===== src/hw/midi_pkg.sv =====
package midi_pkg;

    // raw byte as it comes off the cpu byte port
    typedef logic [7:0] midi_byte_t;

    // channel nibble of a channel voice status
    typedef logic [3:0] midi_ch_t;

    // 7 bit payload of a data byte, key or velocity
    typedef logic [6:0] midi_data_t;

    // running status classes
    // two-byte other covers poly pressure, control change and pitch bend
    // one-byte other covers program change and channel pressure
    typedef enum logic [2:0] {
        KIND_NONE     = 3'd0,   // no status or other channel
        KIND_NOTE_OFF = 3'd1,   // 0x8n
        KIND_NOTE_ON  = 3'd2,   // 0x9n
        KIND_TWO      = 3'd3,   // 0xAn, 0xBn, 0xEn
        KIND_ONE      = 3'd4,   // 0xCn, 0xDn
        KIND_SYSEX    = 3'd5    // 0xF0 until next status
    } midi_kind_e;

    // one complete note message from the parser
    // on is low for note-off and for note-on with velocity 0
    typedef struct packed {
        logic       on;         // note on / note off
        midi_data_t key;        // note number
        midi_data_t velocity;   // attack or release velocity
    } note_msg_t;

endpackage


===== src/hw/midi_parser.sv =====
`timescale 1ns/1ps

module midi_parser
    import midi_pkg::*;
(
    input  logic       reg_clk,
    input  logic       rst,
    input  midi_ch_t   midi_ch,      // channel the engine listens to
    input  logic       midi_req,     // four phase byte port
    input  midi_byte_t midi_byte,
    output logic       midi_ack,
    output logic       msg_valid,    // note message to allocator
    output note_msg_t  msg,
    input  logic       msg_take
);

    typedef enum logic [1:0] {
        ST_IDLE,        // waiting for midi_req
        ST_ACK,         // first cycle with ack high
        ST_WAIT_LOW,    // ack high, waiting for req to drop
        ST_HOLD         // message still held, no new byte taken
    } hs_state_e;

    hs_state_e  state;
    midi_kind_e kind;           // running status
    logic       data_cnt;       // odd data byte seen
    midi_data_t first_data;     // key of current note
    midi_kind_e new_kind;
    logic       take_byte;
    logic       is_status;
    logic       is_rt;
    logic       is_sys;
    logic       msg_pend;

    assign take_byte = (state == ST_IDLE) && midi_req;
    assign is_status = midi_byte[7];
    assign is_rt     = (midi_byte[7:3] == 5'b11111);    // 0xF8..0xFF
    assign is_sys    = (midi_byte[7:4] == 4'hF);
    assign msg_pend  = msg_valid && !msg_take;          // still held after this edge

    // status byte classification
    always_comb begin
        new_kind = KIND_NONE;
        if (is_sys) begin
            new_kind = (midi_byte == 8'hF0) ? KIND_SYSEX : KIND_NONE;
        end else if (midi_byte[3:0] == midi_ch) begin
            case (midi_byte[6:4])
                3'd0:    new_kind = KIND_NOTE_OFF;
                3'd1:    new_kind = KIND_NOTE_ON;
                3'd4,
                3'd5:    new_kind = KIND_ONE;   // prog change, ch pressure
                default: new_kind = KIND_TWO;   // poly pressure, ctrl, pitch
            endcase
        end
    end

    always_ff @(posedge reg_clk) begin
        if (rst) begin
            state     <= ST_IDLE;
            midi_ack  <= 1'b0;
            msg_valid <= 1'b0;
            kind      <= KIND_NONE;
            data_cnt  <= 1'b0;
        end else begin
            if (msg_take) msg_valid <= 1'b0;        // allocator has it
            case (state)
                ST_IDLE: begin
                    if (midi_req) begin
                        midi_ack <= 1'b1;
                        state    <= ST_ACK;
                        if (is_status && !is_rt) begin
                            kind     <= new_kind;   // real-time leaves status alone
                            data_cnt <= 1'b0;
                        end else if (!is_status) begin
                            case (kind)
                                KIND_NOTE_OFF,
                                KIND_NOTE_ON: begin
                                    data_cnt <= !data_cnt;
                                    if (data_cnt) msg_valid <= 1'b1;  // velocity byte
                                end
                                KIND_TWO: data_cnt <= !data_cnt;     // counted then dropped
                                default: ;                           // one-byte, sysex, none
                            endcase
                        end
                    end
                end
                ST_ACK,
                ST_WAIT_LOW: begin
                    if (!midi_req) begin
                        midi_ack <= 1'b0;
                        state    <= msg_pend ? ST_HOLD : ST_IDLE;
                    end else begin
                        state <= ST_WAIT_LOW;
                    end
                end
                ST_HOLD: if (msg_take) state <= ST_IDLE;    // back-pressure ends
                default: state <= ST_IDLE;
            endcase
        end
    end

    // note payload stays stable while msg_valid is high
    always_ff @(posedge reg_clk) begin
        if (take_byte && !is_status) begin
            if (!data_cnt) first_data <= midi_byte[6:0];
            if (data_cnt) begin
                msg.on       <= (kind == KIND_NOTE_ON) && (midi_byte[6:0] != '0);
                msg.key      <= first_data;
                msg.velocity <= midi_byte[6:0];
            end
        end
    end

    // ack only answers a request and never rises while a message is held
    a_ack_after_req: assert property (@(posedge reg_clk) disable iff (rst)
        $rose(midi_ack) |-> $past(midi_req) && !$past(msg_valid));

endmodule


===== config.mk =====
export PLATFORM = sky130hd
export DESIGN_NAME = midi_parser
export DESIGN_NICKNAME = d
export VERILOG_FILES = /design/src/hw/midi_pkg.sv /design/src/hw/midi_parser.sv
export SDC_FILE = /design/constraint.sdc
export NUM_CORES = 1
export LEC_CHECK = 0
export BUFFER_PORTS_ARGS = -buffer_cell sky130_fd_sc_hd__buf_2
export CELL_PAD_IN_SITES_DETAIL_PLACEMENT = 1
export CELL_PAD_IN_SITES_GLOBAL_PLACEMENT = 1
export CORE_ASPECT_RATIO = 0.75
export CORE_MARGIN = 2
export CORE_UTILIZATION = 43
export CTS_CLUSTER_SIZE = 16
export DETAILED_ROUTE_END_ITERATION = 8
export GPL_TIMING_DRIVEN = 0
export HOLD_SLACK_MARGIN = 0.02
export MAX_ROUTING_LAYER = met4
export PLACE_DENSITY = 0.9
export SLEW_MARGIN = 20
export SYNTH_ARGS = -nofsm -noshare
export SYNTH_HDL_FRONTEND = slang
export SYNTH_SLANG_ARGS = --single-unit

===== constraint.sdc =====
create_clock -name reg_clk -period 3.8 [get_ports reg_clk]
set_input_delay 0.76 -clock reg_clk [delete_from_list [all_inputs] [get_ports reg_clk]]
set_output_delay 0.76 -clock reg_clk [all_outputs]
set_load 0.01 [all_outputs]

==> results.tsv <==
stage	metric	value	unit
synthesis	synth_ff_type	edfxtp_1	
floorplanning	ioPinCount	33	
floorplanning	initial_core_util	45.61	%
place	place_hpwl	2.100	mm
drt	first_pass_iters	4	
worst_setup_path	worstSetupPathType	in2reg	
outcome	status	finished clean	
flow_run	maxCapViolations	0	
sta	fin_tns_setup	0	ps
cells_and_area	ff_latch_area	820.8	sq um
drt	finalWirelength	2.730	mm
worst_setup_path	crit_start	midi_byte[7]	
synthesis	syn-num-nets	106	
drt	drt_iter0_markers	32	
floorplanning	core-area	2623	sq um
worst_hold_path	min_from	first_data[4]$_DFFE_PP_	
synthesis	synth_top_area_share	55.23	%
synthesis	yosys-top-cells-area	edfxtp_1, dfxtp_1, xor2_1	
synthesis	synthArstFlopShare	0	%
synthesis	synth_warnings	0	
place	place_ws	1681	ps
cells_and_area	diodes	0	
worst_setup_path	reg2reg_to	msg[13]$_DFFE_PP_	
cts	worstSkewPairLatency	280	ps
cts	cts_htree_levels	2	
cells_and_area	fillers	286	
cts	cts_buffer_depth	2	
floorplanning	rows	16	
grt	grt_max_degree	16	
grt	grt_pass1_vias	945	
grt	grt_pass1_wl	4.505	mm
cells_and_area	drive_above_1_share	36.22	%
worst_setup_path	r2r_cells	4	
cts	numCtsBuffers	5	
sta	holdWs	425.2	ps
worst_setup_path	endpoint	msg[13]$_DFFE_PP_	
synthesis	avgSynthCellArea	13.59	sq um
sta	maxSlewHeadroom	51.34	%
floorplanning	fp.dieW	64.90	um
sta	fin_crit	1793	ps
cts	cts_hold_buf	0	
worst_setup_path	r2r_start	state[0]$_SDFFE_PP0P_	
drt	via_count	835	
synthesis	synth_edf_count	22	
floorplanning	die_y	49.68	um
synthesis	ys_top_cells_by_count	edfxtp_1, dfxtp_1, inv_1, nor2_1	
floorplanning	dieArea	3224	sq um
grt	grt-ovfl-total	0	
place	port_buffers	31	
sta	tightest_slew	727.3	ps
power	power	0.0007008	W
drt	via_per_inst	5.123	
drt	wl_per_cell	16.75	um
synthesis	netlist_instances	88	
sta	fin_ws	2007	ps
worst_hold_path	worstHoldPathType	reg2reg	
cts	ctsResizeCount	0	
place	place_congestion	0.8328	
cells_and_area	stdcell_count	163	
sta	finalHoldViolCount	0	
cts	path_clk_slew	60	ps
place	placedCellCount	155	
cts	cts.sinks	30	
sta	setup_violations	0	
worst_setup_path	reg2reg_slack	2040	ps
cells_and_area	multiInputGateArea	346.6	sq um
sta	drv_slew	0	
synthesis	seq_area_frac_synth	68.62	%
sta	clock.fmax	557.8	MHz
sta	finClkSkew	4.405	ps
cts	post_cts_buffers	0	
power	vdd_drop_max	0.0002516	V
cts	clk_root_buffer_cell	clkbuf_8	
sta	rsz0062_at_grt	false	
power	p_leak	0.5635	nW
worst_setup_path	crit_required	3710	ps
drt	ant_nets	0	
worst_setup_path	path_max_fanout	15	
synthesis	netlist_area	1196	sq um
cells_and_area	nets	144	
cells_and_area	area_growth	23.85	%
sta	finalCritPeriodShare	47.18	%
synthesis	synth.largest_area_cell	edfxtp_1	
worst_setup_path	critPathCaptureType	register	
synthesis	yosysMostFrequentCell	edfxtp_1	
synthesis	yosys_register_bits	30	
grt	antenna_found_initial	0	
worst_setup_path	cp-start-kind	primary input	
cts	cts_tree	yes	
drt	route.detailed.drc	0	
worst_setup_path	cp.arrival	1700	ps
power	power_density	473.1	nW/um^2
grt	grt_usage	19.67	%
synthesis	synth.distinct_cells	31	
[power breakdown]
group / switching [W] / internal [W]
combinational: 0.0000496 / 0.0000326
sequential: 0.00000863 / 0.000367
clock: 0.000117 / 0.000127
[how the worst min path moves through the flow]
stage / slack [ps] / cells after the start / to
after floorplan: 400 / 0 / msg[10]$_DFFE_PP_
after global routing: 430 / 0 / msg[13]$_DFFE_PP_
after detailed placement: 410 / 0 / msg[11]$_DFFE_PP_
after global placement: 400 / 0 / msg[13]$_DFFE_PP_
after CTS: 430 / 0 / msg[11]$_DFFE_PP_
final: 430 / 0 / msg[11]$_DFFE_PP_
[logic make-up (layout without fill, tap and decap cells)]
logic type | count (synthesis) | count (layout) | share of synthesized area (%)
flip-flops | 30 | 30 | 68.62
multiplexers | 1 | 1 | 0.8369
AND/OR/NAND/NOR | 27 | 27 | 13.29
adder cells (fa/ha/maj) | 2 | 2 | 2.092
XOR/XNOR | 4 | 4 | 2.929
AO/OA/AOI/OAI | 16 | 16 | 9.625
buffers and inverters | 8 | 47 | 2.615
[state kept, by name (all words and copies together), names as in the netlist]
signal and flops:
state 2, first_data 7, msg 15, midi_ack 1
data_cnt 1, kind 3, msg_valid 1
[metal layers]
layer / track usage (%) / wire length, um
met1: 21.16 / 1139
met2: 34.54 / 1417
met3: 5.251 / 117
met4: 7.801 / 55
met5: - / 0
[worst max-delay path: stages]
cell and delay (ps):
buf_2 120, nand3b_1 220, nor2_2 590
[cell type report]
cell class,instances,share of cell area [%]
Inverter,7,1.774
Timing Repair Buffer,31,10.47
Sequential cell,30,55.41
Tap cell,36,3.041
Multi-Input combinational cell,50,23.40
Clock buffer,6,4.899
Buffer,1,0.3378
Clock inverter,2,0.6757
[layout by cell type, fill, tap and decap left out, types with 2 or more instances in the layout]
cell type  netlist  layout
inv_1            7       7
a221oi_1         3       3
nand3_1          2       2
a21oi_1          4       4
clkbuf_8         0       5
nand2_1          4       4
nand3b_1         3       3
nand2b_1         3       3
ha_1             2       2
xor2_1           4       4
buf_2            0      31
dfxtp_1          8       8
clkinv_2         0       2
edfxtp_1        22      22
nor2_1           7       6
[metrics by stage]
step	utilization, %	cell area, sq um
detailed placement	53.34	1399
global route	56.49	1481
CTS	56.49	1481
finish	56.49	1481
global placement	53.24	1396
floorplan	-	1196
No activity file was read; power rests on OpenSTA's default activity.
