### config.mk
export PLATFORM = sky130hd
export DESIGN_NAME = voice_slot
export DESIGN_NICKNAME = d
export VERILOG_FILES = /design/src/hw/midi_pkg.sv /design/src/hw/voice_pkg.sv /design/src/hw/voice_slot.sv
export VERILOG_INCLUDE_DIRS = /design/src /design/src/include
export SDC_FILE = /design/constraint.sdc
export NUM_CORES = 1
export LEC_CHECK = 0
export CAP_MARGIN = 20
export CORE_AREA = 3 3 40 42
export CTS_BUF_LIST = sky130_fd_sc_hd__clkbuf_8
export DETAILED_ROUTE_END_ITERATION = 10
export DIE_AREA = 0 0 43 45
export DONT_BUFFER_PORTS = 1
export HOLD_SLACK_MARGIN = 0.08
export SLEW_MARGIN = 30
export SYNTH_ARGS = -nofsm -noshare
export SYNTH_HDL_FRONTEND = slang
export SYNTH_SLANG_ARGS = --single-unit
export TNS_END_PERCENT = 50
### constraint.sdc
create_clock -name reg_clk -period 1.15 [get_ports reg_clk]
set_input_delay 0.115 -clock reg_clk [delete_from_list [all_inputs] [get_ports reg_clk]]
set_output_delay 0.115 -clock reg_clk [all_outputs]
set_load 0.05 [all_outputs]
### src/include/synth_ctrl_defs.svh
`ifndef SYNTH_CTRL_DEFS_SVH
`define SYNTH_CTRL_DEFS_SVH

// size of the voice bank
`define SC_VOICES  8    // voice slots
`define SC_V_WIDTH 3    // bits to index a slot

// SC_V_WIDTH must cover SC_VOICES; active_keys is one bit wider
// so that a full bank can be counted

`endif

### src/hw/midi_pkg.sv
package midi_pkg;

    // raw byte as it comes off the cpu byte port
    typedef logic [7:0] midi_byte_t;

    // channel nibble of a channel voice status
    typedef logic [3:0] midi_ch_t;

    // 7 bit payload of a data byte, key or velocity
    typedef logic [6:0] midi_data_t;

    // running status classes
    // two-byte other covers poly pressure, control change and pitch bend
    // one-byte other covers program change and channel pressure
    typedef enum logic [2:0] {
        KIND_NONE     = 3'd0,   // no status or other channel
        KIND_NOTE_OFF = 3'd1,   // 0x8n
        KIND_NOTE_ON  = 3'd2,   // 0x9n
        KIND_TWO      = 3'd3,   // 0xAn, 0xBn, 0xEn
        KIND_ONE      = 3'd4,   // 0xCn, 0xDn
        KIND_SYSEX    = 3'd5    // 0xF0 until next status
    } midi_kind_e;

    // one complete note message from the parser
    // on is low for note-off and for note-on with velocity 0
    typedef struct packed {
        logic       on;         // note on / note off
        midi_data_t key;        // note number
        midi_data_t velocity;   // attack or release velocity
    } note_msg_t;

endpackage

### src/hw/voice_pkg.sv
`include "synth_ctrl_defs.svh"

package voice_pkg;

    import midi_pkg::*;

    // index of one voice slot
    typedef logic [`SC_V_WIDTH-1:0] voice_idx_t;

    // command written by the allocator into one slot
    // start and rel are never set together
    typedef struct packed {
        logic       start;      // claim slot, note on
        logic       rel;        // release slot, note off
        midi_data_t key;        // note number
        midi_data_t velocity;   // velocity for the event
    } slot_cmd_t;

    // event toward the synth engine
    typedef struct packed {
        logic       on;         // 1 = voice starts, 0 = voice released
        voice_idx_t voice;      // slot that owns the note
        midi_data_t key;        // note number
        midi_data_t velocity;   // attack or release velocity
    } voice_evt_t;

endpackage

### src/hw/voice_slot.sv
`timescale 1ns/1ps

module voice_slot
    import midi_pkg::*, voice_pkg::*;
#(
    parameter int IDX = 0       // own slot number
) (
    input  logic       reg_clk,
    input  logic       rst,
    input  logic       cmd_en,      // this slot selected
    input  slot_cmd_t  cmd,
    output logic       busy,        // voice sounding
    output midi_data_t key_held,
    output logic       pend,        // event waiting for arbiter
    output voice_evt_t evt,
    input  logic       clr          // arbiter took the event
);

    logic       evt_on;     // kind of pending event
    midi_data_t vel_q;      // attack or release velocity

    always_ff @(posedge reg_clk) begin
        if (rst) begin
            busy <= 1'b0;
            pend <= 1'b0;
        end else begin
            if (clr) pend <= 1'b0;
            if (cmd_en && cmd.start) begin
                busy <= 1'b1;
                pend <= 1'b1;               // note on event
            end else if (cmd_en && cmd.rel) begin
                busy <= 1'b0;
                pend <= 1'b1;               // note off event
            end
        end
    end

    always_ff @(posedge reg_clk) begin
        if (cmd_en) begin
            if (cmd.start) key_held <= cmd.key; // release keeps the held key
            vel_q  <= cmd.velocity;
            evt_on <= cmd.start;
        end
    end

    assign evt.on       = evt_on;
    assign evt.voice    = voice_idx_t'(IDX);
    assign evt.key      = key_held;
    assign evt.velocity = vel_q;

endmodule

==> insert_results.sql <==
INSERT INTO impl_metrics (metric_group, metric, value, unit) VALUES
('outcome', 'run_status', 'finished, final reports clean', ''),
('cells_and_area', 'post_layout_nonfiller_instances', '75', ''),
('power_and_ir_drop', 'leakage', '0.000350', 'uW'),
('floorplan', 'floorplan.die.width', '43', 'um'),
('logic_synthesis', 'synth.area.top_cells', 'sky130_fd_sc_hd__edfxtp_1, sky130_fd_sc_hd__buf_4, sky130_fd_sc_hd__dfxtp_1', ''),
('logic_synthesis', 'synth.largest_area_cell', 'sky130_fd_sc_hd__edfxtp_1', ''),
('routing', 'drt-total-wl', '1.20', 'mm'),
('placed_design', 'routabilityCongestion', '0.565', ''),
('routing', 'detail_route.vias_per_cell', '4.56', ''),
('logic_synthesis', 'post_synth_inst_count', '35', ''),
('timing', 'fin_skew', '0', 'ns'),
('cells_and_area', 'diodes', '0', ''),
('timing', 'setup_viol_count_final', '0', ''),
('setup_path', 'worstPathRequired', '1.03', 'ns'),
('routing', 'met2WireLength', '717', 'um'),
('logic_synthesis', 'yosys_register_bits', '17', ''),
('floorplan', 'floorplan.die_area', '0.00194', 'mm2'),
('routing', 'drt_pass_1_iters', '2', ''),
('cells_and_area', 'final_layout_size_suffix_gt1_share', '28.3', '%'),
('setup_path', 'worstSetupEndpointType', 'output port', ''),
('cells_and_area', 'fillers', '90', ''),
('routing', 'dr_total_vias', '342', ''),
('routing', 'met3_length', '118', 'um'),
('timing', 'rsz0062_at_grt', 'false', ''),
('clock_network', 'cts.sink_count', '17', ''),
('routing', 'post-route-drc-count', '0', ''),
('setup_path', 'timing_worst_setup_path_type', 'flop to output port', ''),
('hold_path', 'type_of_the_worst_min_delay_path', 'input port to flop', ''),
('clock_network', 'cts_root_buffer', 'sky130_fd_sc_hd__clkbuf_8', ''),
('grt', 'number_of_antenna_violations_at_the_first_check_in_global_routing', '0', ''),
('logic_synthesis', 'ys_seq_area_share', '79.2', '%'),
('timing', 'timing_max_transition_violations_final', '0', ''),
('routing', 'routedLengthMet1', '348', 'um'),
('grt', 'grt_overflow', '0', ''),
('routing', 'initialDrtViolationCount', '3', ''),
('placed_design', 'placedCellCount', '52', ''),
('timing', 'holdWs', '0.127', 'ns'),
('clock_network', 'worstSkewPairLatency', '0.24', 'ns'),
('routing', 'antenna_violating_nets_post_route', '0', ''),
('routing', 'detail_route.wl_per_cell', '15.9', 'um'),
('setup_path', 'timing.critical_path.arrival', '0.89', 'ns'),
('routing', 'highest_layer', 'met4', ''),
('cells_and_area', 'num-nets-final', '81', ''),
('cells_and_area', 'fin_util', '68.7', '%'),
('timing', 'final_min_period_over_clock_period', '87.8', '%'),
('timing', 'timing.final.crit_period', '1.01', 'ns'),
('clock_network', 'cts_tree', 'done', ''),
('floorplan', 'placementRows', '13', ''),
('logic_synthesis', 'postSynthAreaPerCell', '17.7', 'um2'),
('grt', 'number_of_global_route_vias_before_repair', '382', ''),
('logic_synthesis', 'synth-warning-count', '0', ''),
('logic_synthesis', 'post-synth-top-area-fraction', '72.7', '%'),
('clock_network', 'cts.path.max_buffers', '2', ''),
('grt', 'wire_length_of_the_first_global_routing_pass', '1.76', 'mm'),
('setup_path', 'path_max_fanout', '1', ''),
('placed_design', 'port_buffers', '0', ''),
('floorplan', 'i_o_pins', '47', ''),
('clock_network', 'post_cts_buffers', '0', ''),
('grt', 'pin_count_of_the_biggest_net_entering_global_routing', '11', ''),
('timing', 'fin_tns_setup', '0', 'ns'),
('cells_and_area', 'synthToLayoutAreaGrowth', '42.6', '%'),
('grt', 'grt_use_total', '13.5', '%'),
('setup_path', 'setup_crit_start_kind', 'flop', ''),
('logic_synthesis', 'synth_cell_types', '10', ''),
('floorplan', 'core_area', '0.00128', 'mm2'),
('timing', 'fmaxAchievable', '991', 'MHz'),
('clock_network', 'clk_pin_slew', '0.07', 'ns'),
('floorplan', 'die_height', '45', 'um'),
('logic_synthesis', 'syn_area', '619', 'um2'),
('power_and_ir_drop', 'pwr_density_cell', '1720', 'mW/mm2'),
('floorplan', 'starting_density_of_the_core', '48.2', '%'),
('timing', 'endpoints_failing_hold', '0', ''),
('job', 'maxCapViolations', '0', ''),
('power_and_ir_drop', 'worst_ir_drop_vdd', '0.00107', 'V'),
('clock_network', 'tritoncts.num_buffers', '3', ''),
('clock_network', 'cts.htree.levels', '1', ''),
('placed_design', 'dp_hpwl', '854', 'um');
synth_stat cells, drive strengths merged:
cell / count
and2: 1
nand2b: 1
a21oi: 1
dfxtp: 2
buf: 11
conb: 1
o21ba: 1
o21ai: 1
a21boi: 1
edfxtp: 15
final timing paths:
| kind | from | endpoint | slack, ns | depth (start not counted) |
|---|---|---|---|---|
| hold reg to reg | pend | pend | 0.48 | 2 |
| setup reg to reg | busy | busy | 0.46 | 2 |
| hold / removal | cmd[14] | pend | 0.13 | 2 |
| setup / recovery | vel_q[0] | evt[0] | 0.14 | 0 |
state kept, by name, indices dropped and copies added (netlist names):
| register | flops |
|---|---|
| busy | 1 |
| evt_on | 1 |
| key_held | 7 |
| pend | 1 |
| vel_q | 7 |
cell usage in the layout, fill, tap and decap left out:
master / synthesis / layout
sky130_fd_sc_hd__o21ba_1: 1 / 1
sky130_fd_sc_hd__nand2b_1: 1 / 1
sky130_fd_sc_hd__clkinv_2: 0 / 1
sky130_fd_sc_hd__conb_1: 1 / 3
sky130_fd_sc_hd__dfxtp_1: 2 / 1
sky130_fd_sc_hd__buf_4: 11 / 11
sky130_fd_sc_hd__dlygate4sd3_1: 0 / 19
sky130_fd_sc_hd__o21ai_0: 1 / 1
sky130_fd_sc_hd__and2_4: 1 / 1
sky130_fd_sc_hd__clkbuf_8: 0 / 3
sky130_fd_sc_hd__a21oi_1: 1 / 1
sky130_fd_sc_hd__dfxtp_2: 0 / 1
sky130_fd_sc_hd__edfxtp_1: 15 / 15
sky130_fd_sc_hd__a21boi_0: 1 / 1
final cells by class:
| class | instances | area, um2 | area share (%) |
|---|---|---|---|
| clock inverters | 1 | 5.00 | 0.567 |
| well taps | 15 | 18.8 | 2.12 |
| clock buffers | 3 | 41.3 | 4.67 |
| flip-flops and latches | 17 | 492 | 55.7 |
| repair buffers | 30 | 273 | 30.9 |
| multi-input cells | 9 | 53.8 | 6.09 |
report_power, final:
part           switching, uW  leakage (uW)  internal, uW  total (uW)
Combinational            186      0.000164          81.1         267
Clock                    189     0.0000255           240         429
Sequential              96.6      0.000161           723         820
Total                    472      0.000350          1040        1520
through the flow:
step | instance area [um2] | worst slack [ns] | total power, uW
finish | 883 | 0.141 | 1520
CTS | 872 | 0.0294 | 1520
global route | 883 | 0.115 | 1580
detailed placement | 646 | 0.404 | 1050
floorplan | 627 | 0.131 | 1030
global placement | 646 | 0.422 | 1040
cells by family after synthesis:
family	after synthesis	share of synthesized area, %
DFF	17	79.2
buffers and inverters	11	13.3
AOI/OAI and AO/OA	4	4.44
and+or+nand+nor	2	2.43
other	1	0.605
per-layer routing:
| layer | up-vias | global-route usage [%] |
|---|---|---|
| met5 | - | 0 |
| met4 | 0 | 9.04 |
| met3 | 2 | 7.17 |
| met2 | 23 | 25.4 |
| met1 | 158 | 10.4 |
| li1 | 159 | - |
timing repair:
action                                 in CTS  in global routing
hold buffers                               18                  2
endpoints found under the hold margin      25                  1
gates resized for setup                     0                  1
setup endpoints to repair                   0                  1
Note: power is estimated with default switching activity, not from simulation.
