$ cat src/include/synth_ctrl_defs.svh
`ifndef SYNTH_CTRL_DEFS_SVH
`define SYNTH_CTRL_DEFS_SVH

// size of the voice bank
`define SC_VOICES  8    // voice slots
`define SC_V_WIDTH 3    // bits to index a slot

// SC_V_WIDTH must cover SC_VOICES; active_keys is one bit wider
// so that a full bank can be counted

`endif

$ cat src/hw/midi_pkg.sv
package midi_pkg;

    // raw byte as it comes off the cpu byte port
    typedef logic [7:0] midi_byte_t;

    // channel nibble of a channel voice status
    typedef logic [3:0] midi_ch_t;

    // 7 bit payload of a data byte, key or velocity
    typedef logic [6:0] midi_data_t;

    // running status classes
    // two-byte other covers poly pressure, control change and pitch bend
    // one-byte other covers program change and channel pressure
    typedef enum logic [2:0] {
        KIND_NONE     = 3'd0,   // no status or other channel
        KIND_NOTE_OFF = 3'd1,   // 0x8n
        KIND_NOTE_ON  = 3'd2,   // 0x9n
        KIND_TWO      = 3'd3,   // 0xAn, 0xBn, 0xEn
        KIND_ONE      = 3'd4,   // 0xCn, 0xDn
        KIND_SYSEX    = 3'd5    // 0xF0 until next status
    } midi_kind_e;

    // one complete note message from the parser
    // on is low for note-off and for note-on with velocity 0
    typedef struct packed {
        logic       on;         // note on / note off
        midi_data_t key;        // note number
        midi_data_t velocity;   // attack or release velocity
    } note_msg_t;

endpackage

$ cat src/hw/voice_pkg.sv
`include "synth_ctrl_defs.svh"

package voice_pkg;

    import midi_pkg::*;

    // index of one voice slot
    typedef logic [`SC_V_WIDTH-1:0] voice_idx_t;

    // command written by the allocator into one slot
    // start and rel are never set together
    typedef struct packed {
        logic       start;      // claim slot, note on
        logic       rel;        // release slot, note off
        midi_data_t key;        // note number
        midi_data_t velocity;   // velocity for the event
    } slot_cmd_t;

    // event toward the synth engine
    typedef struct packed {
        logic       on;         // 1 = voice starts, 0 = voice released
        voice_idx_t voice;      // slot that owns the note
        midi_data_t key;        // note number
        midi_data_t velocity;   // attack or release velocity
    } voice_evt_t;

endpackage

$ cat src/hw/voice_alloc.sv
`timescale 1ns/1ps
`include "synth_ctrl_defs.svh"

module voice_alloc
    import midi_pkg::*, voice_pkg::*;
(
    input  logic                   reg_clk,
    input  logic                   rst,
    input  logic                   msg_valid,
    input  note_msg_t              msg,
    output logic                   msg_take,    // one cycle pulse
    input  logic [`SC_VOICES-1:0]  busy,
    input  logic [`SC_VOICES-1:0]  pend,
    input  midi_data_t             key_held [`SC_VOICES],
    output logic [`SC_VOICES-1:0]  cmd_en,      // one-hot slot select
    output slot_cmd_t              cmd,
    output logic [`SC_VOICES-1:0]  keys_on,
    output logic [`SC_V_WIDTH:0]   active_keys
);

    voice_idx_t on_idx;     // lowest free slot
    voice_idx_t off_idx;    // lowest slot holding msg.key
    logic       on_hit;
    logic       off_hit;
    voice_idx_t tgt_idx;
    logic       tgt_hit;

    function automatic logic [`SC_V_WIDTH:0] count_ones(logic [`SC_VOICES-1:0] v);
        logic [`SC_V_WIDTH:0] n;
        n = '0;
        for (int i = 0; i < `SC_VOICES; i++)
            n = n + (`SC_V_WIDTH+1)'(v[i]);
        return n;
    endfunction

    // priority encoders where the last write wins so lowest index is kept
    always_comb begin
        on_idx  = '0;
        off_idx = '0;
        on_hit  = 1'b0;
        off_hit = 1'b0;
        for (int i = `SC_VOICES-1; i >= 0; i--) begin
            if (!busy[i]) begin
                on_hit = 1'b1;
                on_idx = voice_idx_t'(i);
            end
            if (busy[i] && (key_held[i] == msg.key)) begin
                off_hit = 1'b1;
                off_idx = voice_idx_t'(i);
            end
        end
    end

    assign tgt_idx = msg.on ? on_idx : off_idx;
    assign tgt_hit = msg.on ? on_hit : off_hit;    // no hit means full bank or unknown key

    always_ff @(posedge reg_clk) begin
        if (rst) begin
            msg_take    <= 1'b0;
            cmd_en      <= '0;
            active_keys <= '0;
        end else begin
            msg_take    <= 1'b0;
            cmd_en      <= '0;
            active_keys <= count_ones(busy);
            if (msg_valid && !msg_take) begin       // skip the cycle after a take
                if (!tgt_hit) begin
                    msg_take <= 1'b1;               // dropped but still consumed
                end else if (!pend[tgt_idx]) begin  // wait for slot event to drain
                    msg_take <= 1'b1;
                    cmd_en   <= `SC_VOICES'(1) << tgt_idx;
                end
            end
        end
    end

    always_ff @(posedge reg_clk) begin
        cmd.start    <= msg.on;
        cmd.rel      <= !msg.on;
        cmd.key      <= msg.key;
        cmd.velocity <= msg.velocity;
    end

    assign keys_on = busy;

    // one slot with no event waiting
    // a start lands on a free slot and a release on a busy one
    a_cmd_onehot: assert property (@(posedge reg_clk) disable iff (rst)
        |cmd_en |-> $onehot(cmd_en) && !(|(cmd_en & pend)) &&
                    (cmd.start ? !(|(cmd_en & busy)) : |(cmd_en & busy)));

endmodule

$ cat config.mk
export PLATFORM = sky130hd
export DESIGN_NAME = voice_alloc
export DESIGN_NICKNAME = d
export VERILOG_FILES = /design/src/hw/midi_pkg.sv /design/src/hw/voice_pkg.sv /design/src/hw/voice_alloc.sv
export VERILOG_INCLUDE_DIRS = /design/src /design/src/include
export SDC_FILE = /design/constraint.sdc
export NUM_CORES = 1
export LEC_CHECK = 0
export BUFFER_PORTS_ARGS = -buffer_cell sky130_fd_sc_hd__buf_4
export CORE_MARGIN = 3
export CORE_UTILIZATION = 42
export CTS_CLUSTER_SIZE = 20
export DETAILED_ROUTE_END_ITERATION = 12
export GPL_ROUTABILITY_DRIVEN = 0
export MAX_ROUTING_LAYER = met4
export PLACE_DENSITY = 0.81
export SLEW_MARGIN = 30
export SYNTH_ARGS = -nofsm -noshare
export SYNTH_HDL_FRONTEND = slang
export SYNTH_SLANG_ARGS = --single-unit
$ cat constraint.sdc
create_clock -name reg_clk -period 3.9 [get_ports reg_clk]
set_input_delay 0.975 -clock reg_clk [delete_from_list [all_inputs] [get_ports reg_clk]]
set_output_delay 0.975 -clock reg_clk [all_outputs]
set_load 0.005 [all_outputs]
==> results.md <==
- Run status: finished, final reports clean
- Setup Viol. Count Final: 0
- Clock skew: about 0.0063 ns
- Most frequent cells in the layout: sky130_fd_sc_hd__buf_4, sky130_fd_sc_hd__xnor2_1, sky130_fd_sc_hd__dfxtp_1
- Pwr dens: 299.0 nW/µm²
- Chain of cells forming the critical path: buf_4, fa_1, inv_1, fa_1, fa_1, inv_1, ha_1, inv_1, fa_1, xor2_1, nor2_1
- Critical Path RT: approximately 4.1 ns
- Hold Fails Final Rpt: 0
- Multiplexer share of the synthesized area: 1.758%
- Kind of path behind the tightest hold check: reg -> reg
- Max Freq: 305.9 MHz
- Data arrival time at the worst-slack endpoint: about 3.4 ns
- Post-Syn Area: 1851 µm²
- Critical path's top delay family: adder cells
- Die width: 72.38 µm
- Wire length of the first global-routing pass: 8121 µm
- Average detailed-routed wire length per instance: 14.65 µm
- Leftover overflow at the end of global routing: 0
- Number of buffers and inverters on the critical path: 4
- Max_cap viols: 0
- Share of synthesized area occupied by flip-flops and latches: 31.37%
- Post-synthesis instance total: 196
- Post-route clock period utilization: 83.81%
- Worst Setup Path Type: in -> reg
- Largest incremental delay on the critical path: about 0.54 ns
- Clock latency on the worst-skew pair: about 0.27 ns
- Launch point of the critical path: busy[0]
- DRT Wirelength: around 5400 µm
- Post-Route Utilization: 69.26%
- Number of register bits inferred by synthesis: 29
- Met2 track utilization from global routing: 37.41%
- ANT nets after route: 0
- Layout area overhead: 54.02%
- Net count reported at finish: 412
- Endpoint, Worst Hold: msg_take
- Die Height: 72.38 µm
- Worst Tran Pin Value: slightly above 0.8 ns
- Largest family of logic cells by synthesized area: XOR/XNOR gates
- Quantity of I/O buffers inserted on ports: 126
- Count of filler cells inserted in the layout: 345
- Placed wire-length estimate after detailed placement: ~4500 µm
- Cell variety after synth: 38
- Largest net degree at the start of global routing: 10
- Startpoint of the worst hold path: msg_take
- Final Critical Period: 3.269 ns
- Antenna diode instance count: 0
- Placeable core area: 4115 µm²
- Total track usage: 20.48%
- CTS tree: built
- Remaining design rule violation count: 0
- Synthesized area per cell: 9.441 µm²
- Simple-gate portion of the synthesized area: 15.55%
- Detailed Routing Iterations Pass 1: 4
- Post-synthesis compound-gate area fraction: 8.587%
- Synth warnings: 0
- Clock Path Buffers: 2
- Number of cells on the worst reg-to-reg path: 3
- DIE AREA: 5238 µm²
- Commonest non-fill, non-tap cell in the layout: sky130_fd_sc_hd__buf_4
- Leakage: 1.316 nW
- Setup TNS after final layout: 0 ns
- Number of antenna violations at the first check in global routing: 0
- Slowest cell on the critical path: sky130_fd_sc_hd__fa_1
- Routing usage on met1: 21.79%
- Hold buffers post-CTS: 0
- Initial Util: approximately 45%
- Largest fanout on the critical path: 5
- Number of H-tree branching levels: 2
- Starting DRC count in detailed routing: 77
- Sum of internal, switching and leakage power: 852.2 µW
- Origin of the critical flop-to-flop path: msg_take
- Cell at the root of the clock tree: sky130_fd_sc_hd__clkbuf_8
- Clock transition at the registers of the reported paths: around 0.06 ns
- Via count of the first global-routing pass: approximately 1800
- Total clock buffers created by CTS: 5
- Total vias in the final route: 1777
- GRT Max-Usage Layer: met2
- Setup repair after global routing missed its margin: no
- Share of final-layout standard cells stronger than drive strength 1: a little under half
- Worst IR Drop VDD: roughly 0.15 mV
- Headroom to the max-slew limit: between 40% and 50%
- Via density per instance: around 4.9
- Setup repair bufs after CTS: 0
- Post-synthesis share of cell area spent on xor and xnor gates: 26.98%
- Depth of the worst hold-timing path: 2
- GR Layer Usage met3: 3.463%
- Post-synthesis share of cell area spent on full adders, half adders and majority gates: 6.356%
- Critical register-to-register path endpoint: cmd_en[3]
- Net count after synthesis: 293
- Worst Setup End Kind: flip-flop
- Slew Viols, Final: 0
- Total number of placement rows: 23
- Worst reg-to-reg setup slack: approximately 2.4 ns
- Post-CTS Resized: 0
- Nature of the critical path startpoint: input pin
- I/O Pins: 127
- # clock sinks: 29
- Most used cell along the critical path: sky130_fd_sc_hd__fa_1
## sequential cells by signal, summed over array words and instances (netlist names)
name,count
msg_take,1
cmd_en,8
active_keys,4
cmd,16
## cell usage after synthesis
master | number | area (µm²)
sky130_fd_sc_hd__nor2_1 | 9 | 33.78
sky130_fd_sc_hd__a21oi_1 | 1 | 5.000
sky130_fd_sc_hd__a2111oi_4 | 1 | 27.53
sky130_fd_sc_hd__nor3_1 | 6 | 30.03
sky130_fd_sc_hd__a211o_1 | 2 | 17.52
sky130_fd_sc_hd__or3b_2 | 1 | 8.760
sky130_fd_sc_hd__a2111oi_0 | 1 | 8.760
sky130_fd_sc_hd__nand2b_1 | 1 | 6.260
sky130_fd_sc_hd__nand3_1 | 1 | 5.000
sky130_fd_sc_hd__nor4_1 | 10 | 62.56
sky130_fd_sc_hd__xnor2_1 | 36 | 315.3
sky130_fd_sc_hd__mux4_2 | 1 | 22.52
sky130_fd_sc_hd__o21ai_0 | 3 | 15.01
sky130_fd_sc_hd__buf_2 | 1 | 5.000
sky130_fd_sc_hd__or2_2 | 1 | 6.260
sky130_fd_sc_hd__nor4bb_1 | 1 | 10.01
sky130_fd_sc_hd__a211oi_2 | 1 | 12.51
sky130_fd_sc_hd__a31oi_1 | 2 | 12.51
sky130_fd_sc_hd__nand2_1 | 8 | 30.03
sky130_fd_sc_hd__inv_1 | 13 | 48.80
sky130_fd_sc_hd__nor3b_1 | 1 | 7.510
sky130_fd_sc_hd__mux2i_1 | 1 | 10.01
sky130_fd_sc_hd__a21oi_2 | 1 | 8.760
sky130_fd_sc_hd__ha_1 | 3 | 37.54
sky130_fd_sc_hd__nand4_1 | 11 | 68.82
sky130_fd_sc_hd__o21ai_1 | 1 | 5.000
sky130_fd_sc_hd__buf_6 | 2 | 22.52
sky130_fd_sc_hd__xor2_1 | 21 | 183.9
sky130_fd_sc_hd__fa_1 | 4 | 80.08
sky130_fd_sc_hd__or2_0 | 1 | 6.260
sky130_fd_sc_hd__o32ai_1 | 1 | 8.760
sky130_fd_sc_hd__a21boi_1 | 1 | 7.510
sky130_fd_sc_hd__buf_4 | 13 | 97.59
sky130_fd_sc_hd__a31o_2 | 1 | 8.760
sky130_fd_sc_hd__o22ai_1 | 1 | 6.260
sky130_fd_sc_hd__dfxtp_1 | 29 | 580.6
sky130_fd_sc_hd__nor2b_1 | 2 | 12.51
sky130_fd_sc_hd__a211oi_1 | 2 | 15.01
## worst max path at each step
stage / end / slack, ns / cells after the start
after floorplan: active_keys[2] / 0.58 / 10
after global placement: active_keys[2] / 0.37 / 11
after detailed placement: active_keys[2] / 0.34 / 11
after CTS: active_keys[2] / 0.61 / 11
after global routing: active_keys[2] / 0.54 / 11
final: active_keys[2] / 0.63 / 11
## cells by family after synthesis
logic type	count (synthesis)
AO/OA/AOI/OAI	19
XOR/XNOR	57
adder cells (fa/ha/maj)	7
buffers and inverters	29
flip-flops	29
multiplexers	2
AND/OR/NAND/NOR	53
## metrics by stage
| stage | area [µm²] | setup slack [ns] | hold slack, ns | instances |
|---|---|---|---|---|
| finish | 2850 | 0.6314 | 0.5574 | 366 |
| global route | 2850 | 0.5441 | 0.6019 | 366 |
| CTS | 2850 | 0.6127 | 0.5636 | 366 |
| detailed placement | 2749 | 0.3429 | 0.5372 | 358 |
| global placement | 2749 | 0.3671 | 0.5252 | 358 |
| floorplan | 1851 | 0.5849 | 0.5236 | 196 |
## layer usage
metal | vias up | share of wire (%) | routed length [µm]
met1 | 793 | 37 | 1993
met2 | 77 | 52 | 2788
li1 | 897 | - | -
met3 | 10 | 8.5 | 456
met5 | - | 0 | 0
met4 | 0 | 2.3 | 124
## power by group
group / internal [mW] / switching [mW]
Combinational: 0.152 / 0.110
Sequential: 0.315 / 0.00470
Clock: 0.159 / 0.111
Total: 0.626 / 0.226
## cell type report
| cell class | instances | area, µm² | area share, % |
|---|---|---|---|
| Sequential cell | 29 | 580.6 | 20.37 |
| Clock buffer | 7 | 96.34 | 3.380 |
| Clock inverter | 1 | 5.005 | 0.1756 |
| Tap cell | 50 | 62.56 | 2.195 |
| Multi-Input combinational cell | 138 | 1096 | 38.45 |
| Inverter | 13 | 48.80 | 1.712 |
| Timing Repair Buffer | 128 | 960.9 | 33.71 |
## tightest hold or removal path, cell delays in order, from the launching register on
cell                       delay [ns]
sky130_fd_sc_hd__dfxtp_1         0.33
sky130_fd_sc_hd__or3b_2          0.14
sky130_fd_sc_hd__a211oi_1        0.05
Power figures use the tool's default switching activity.
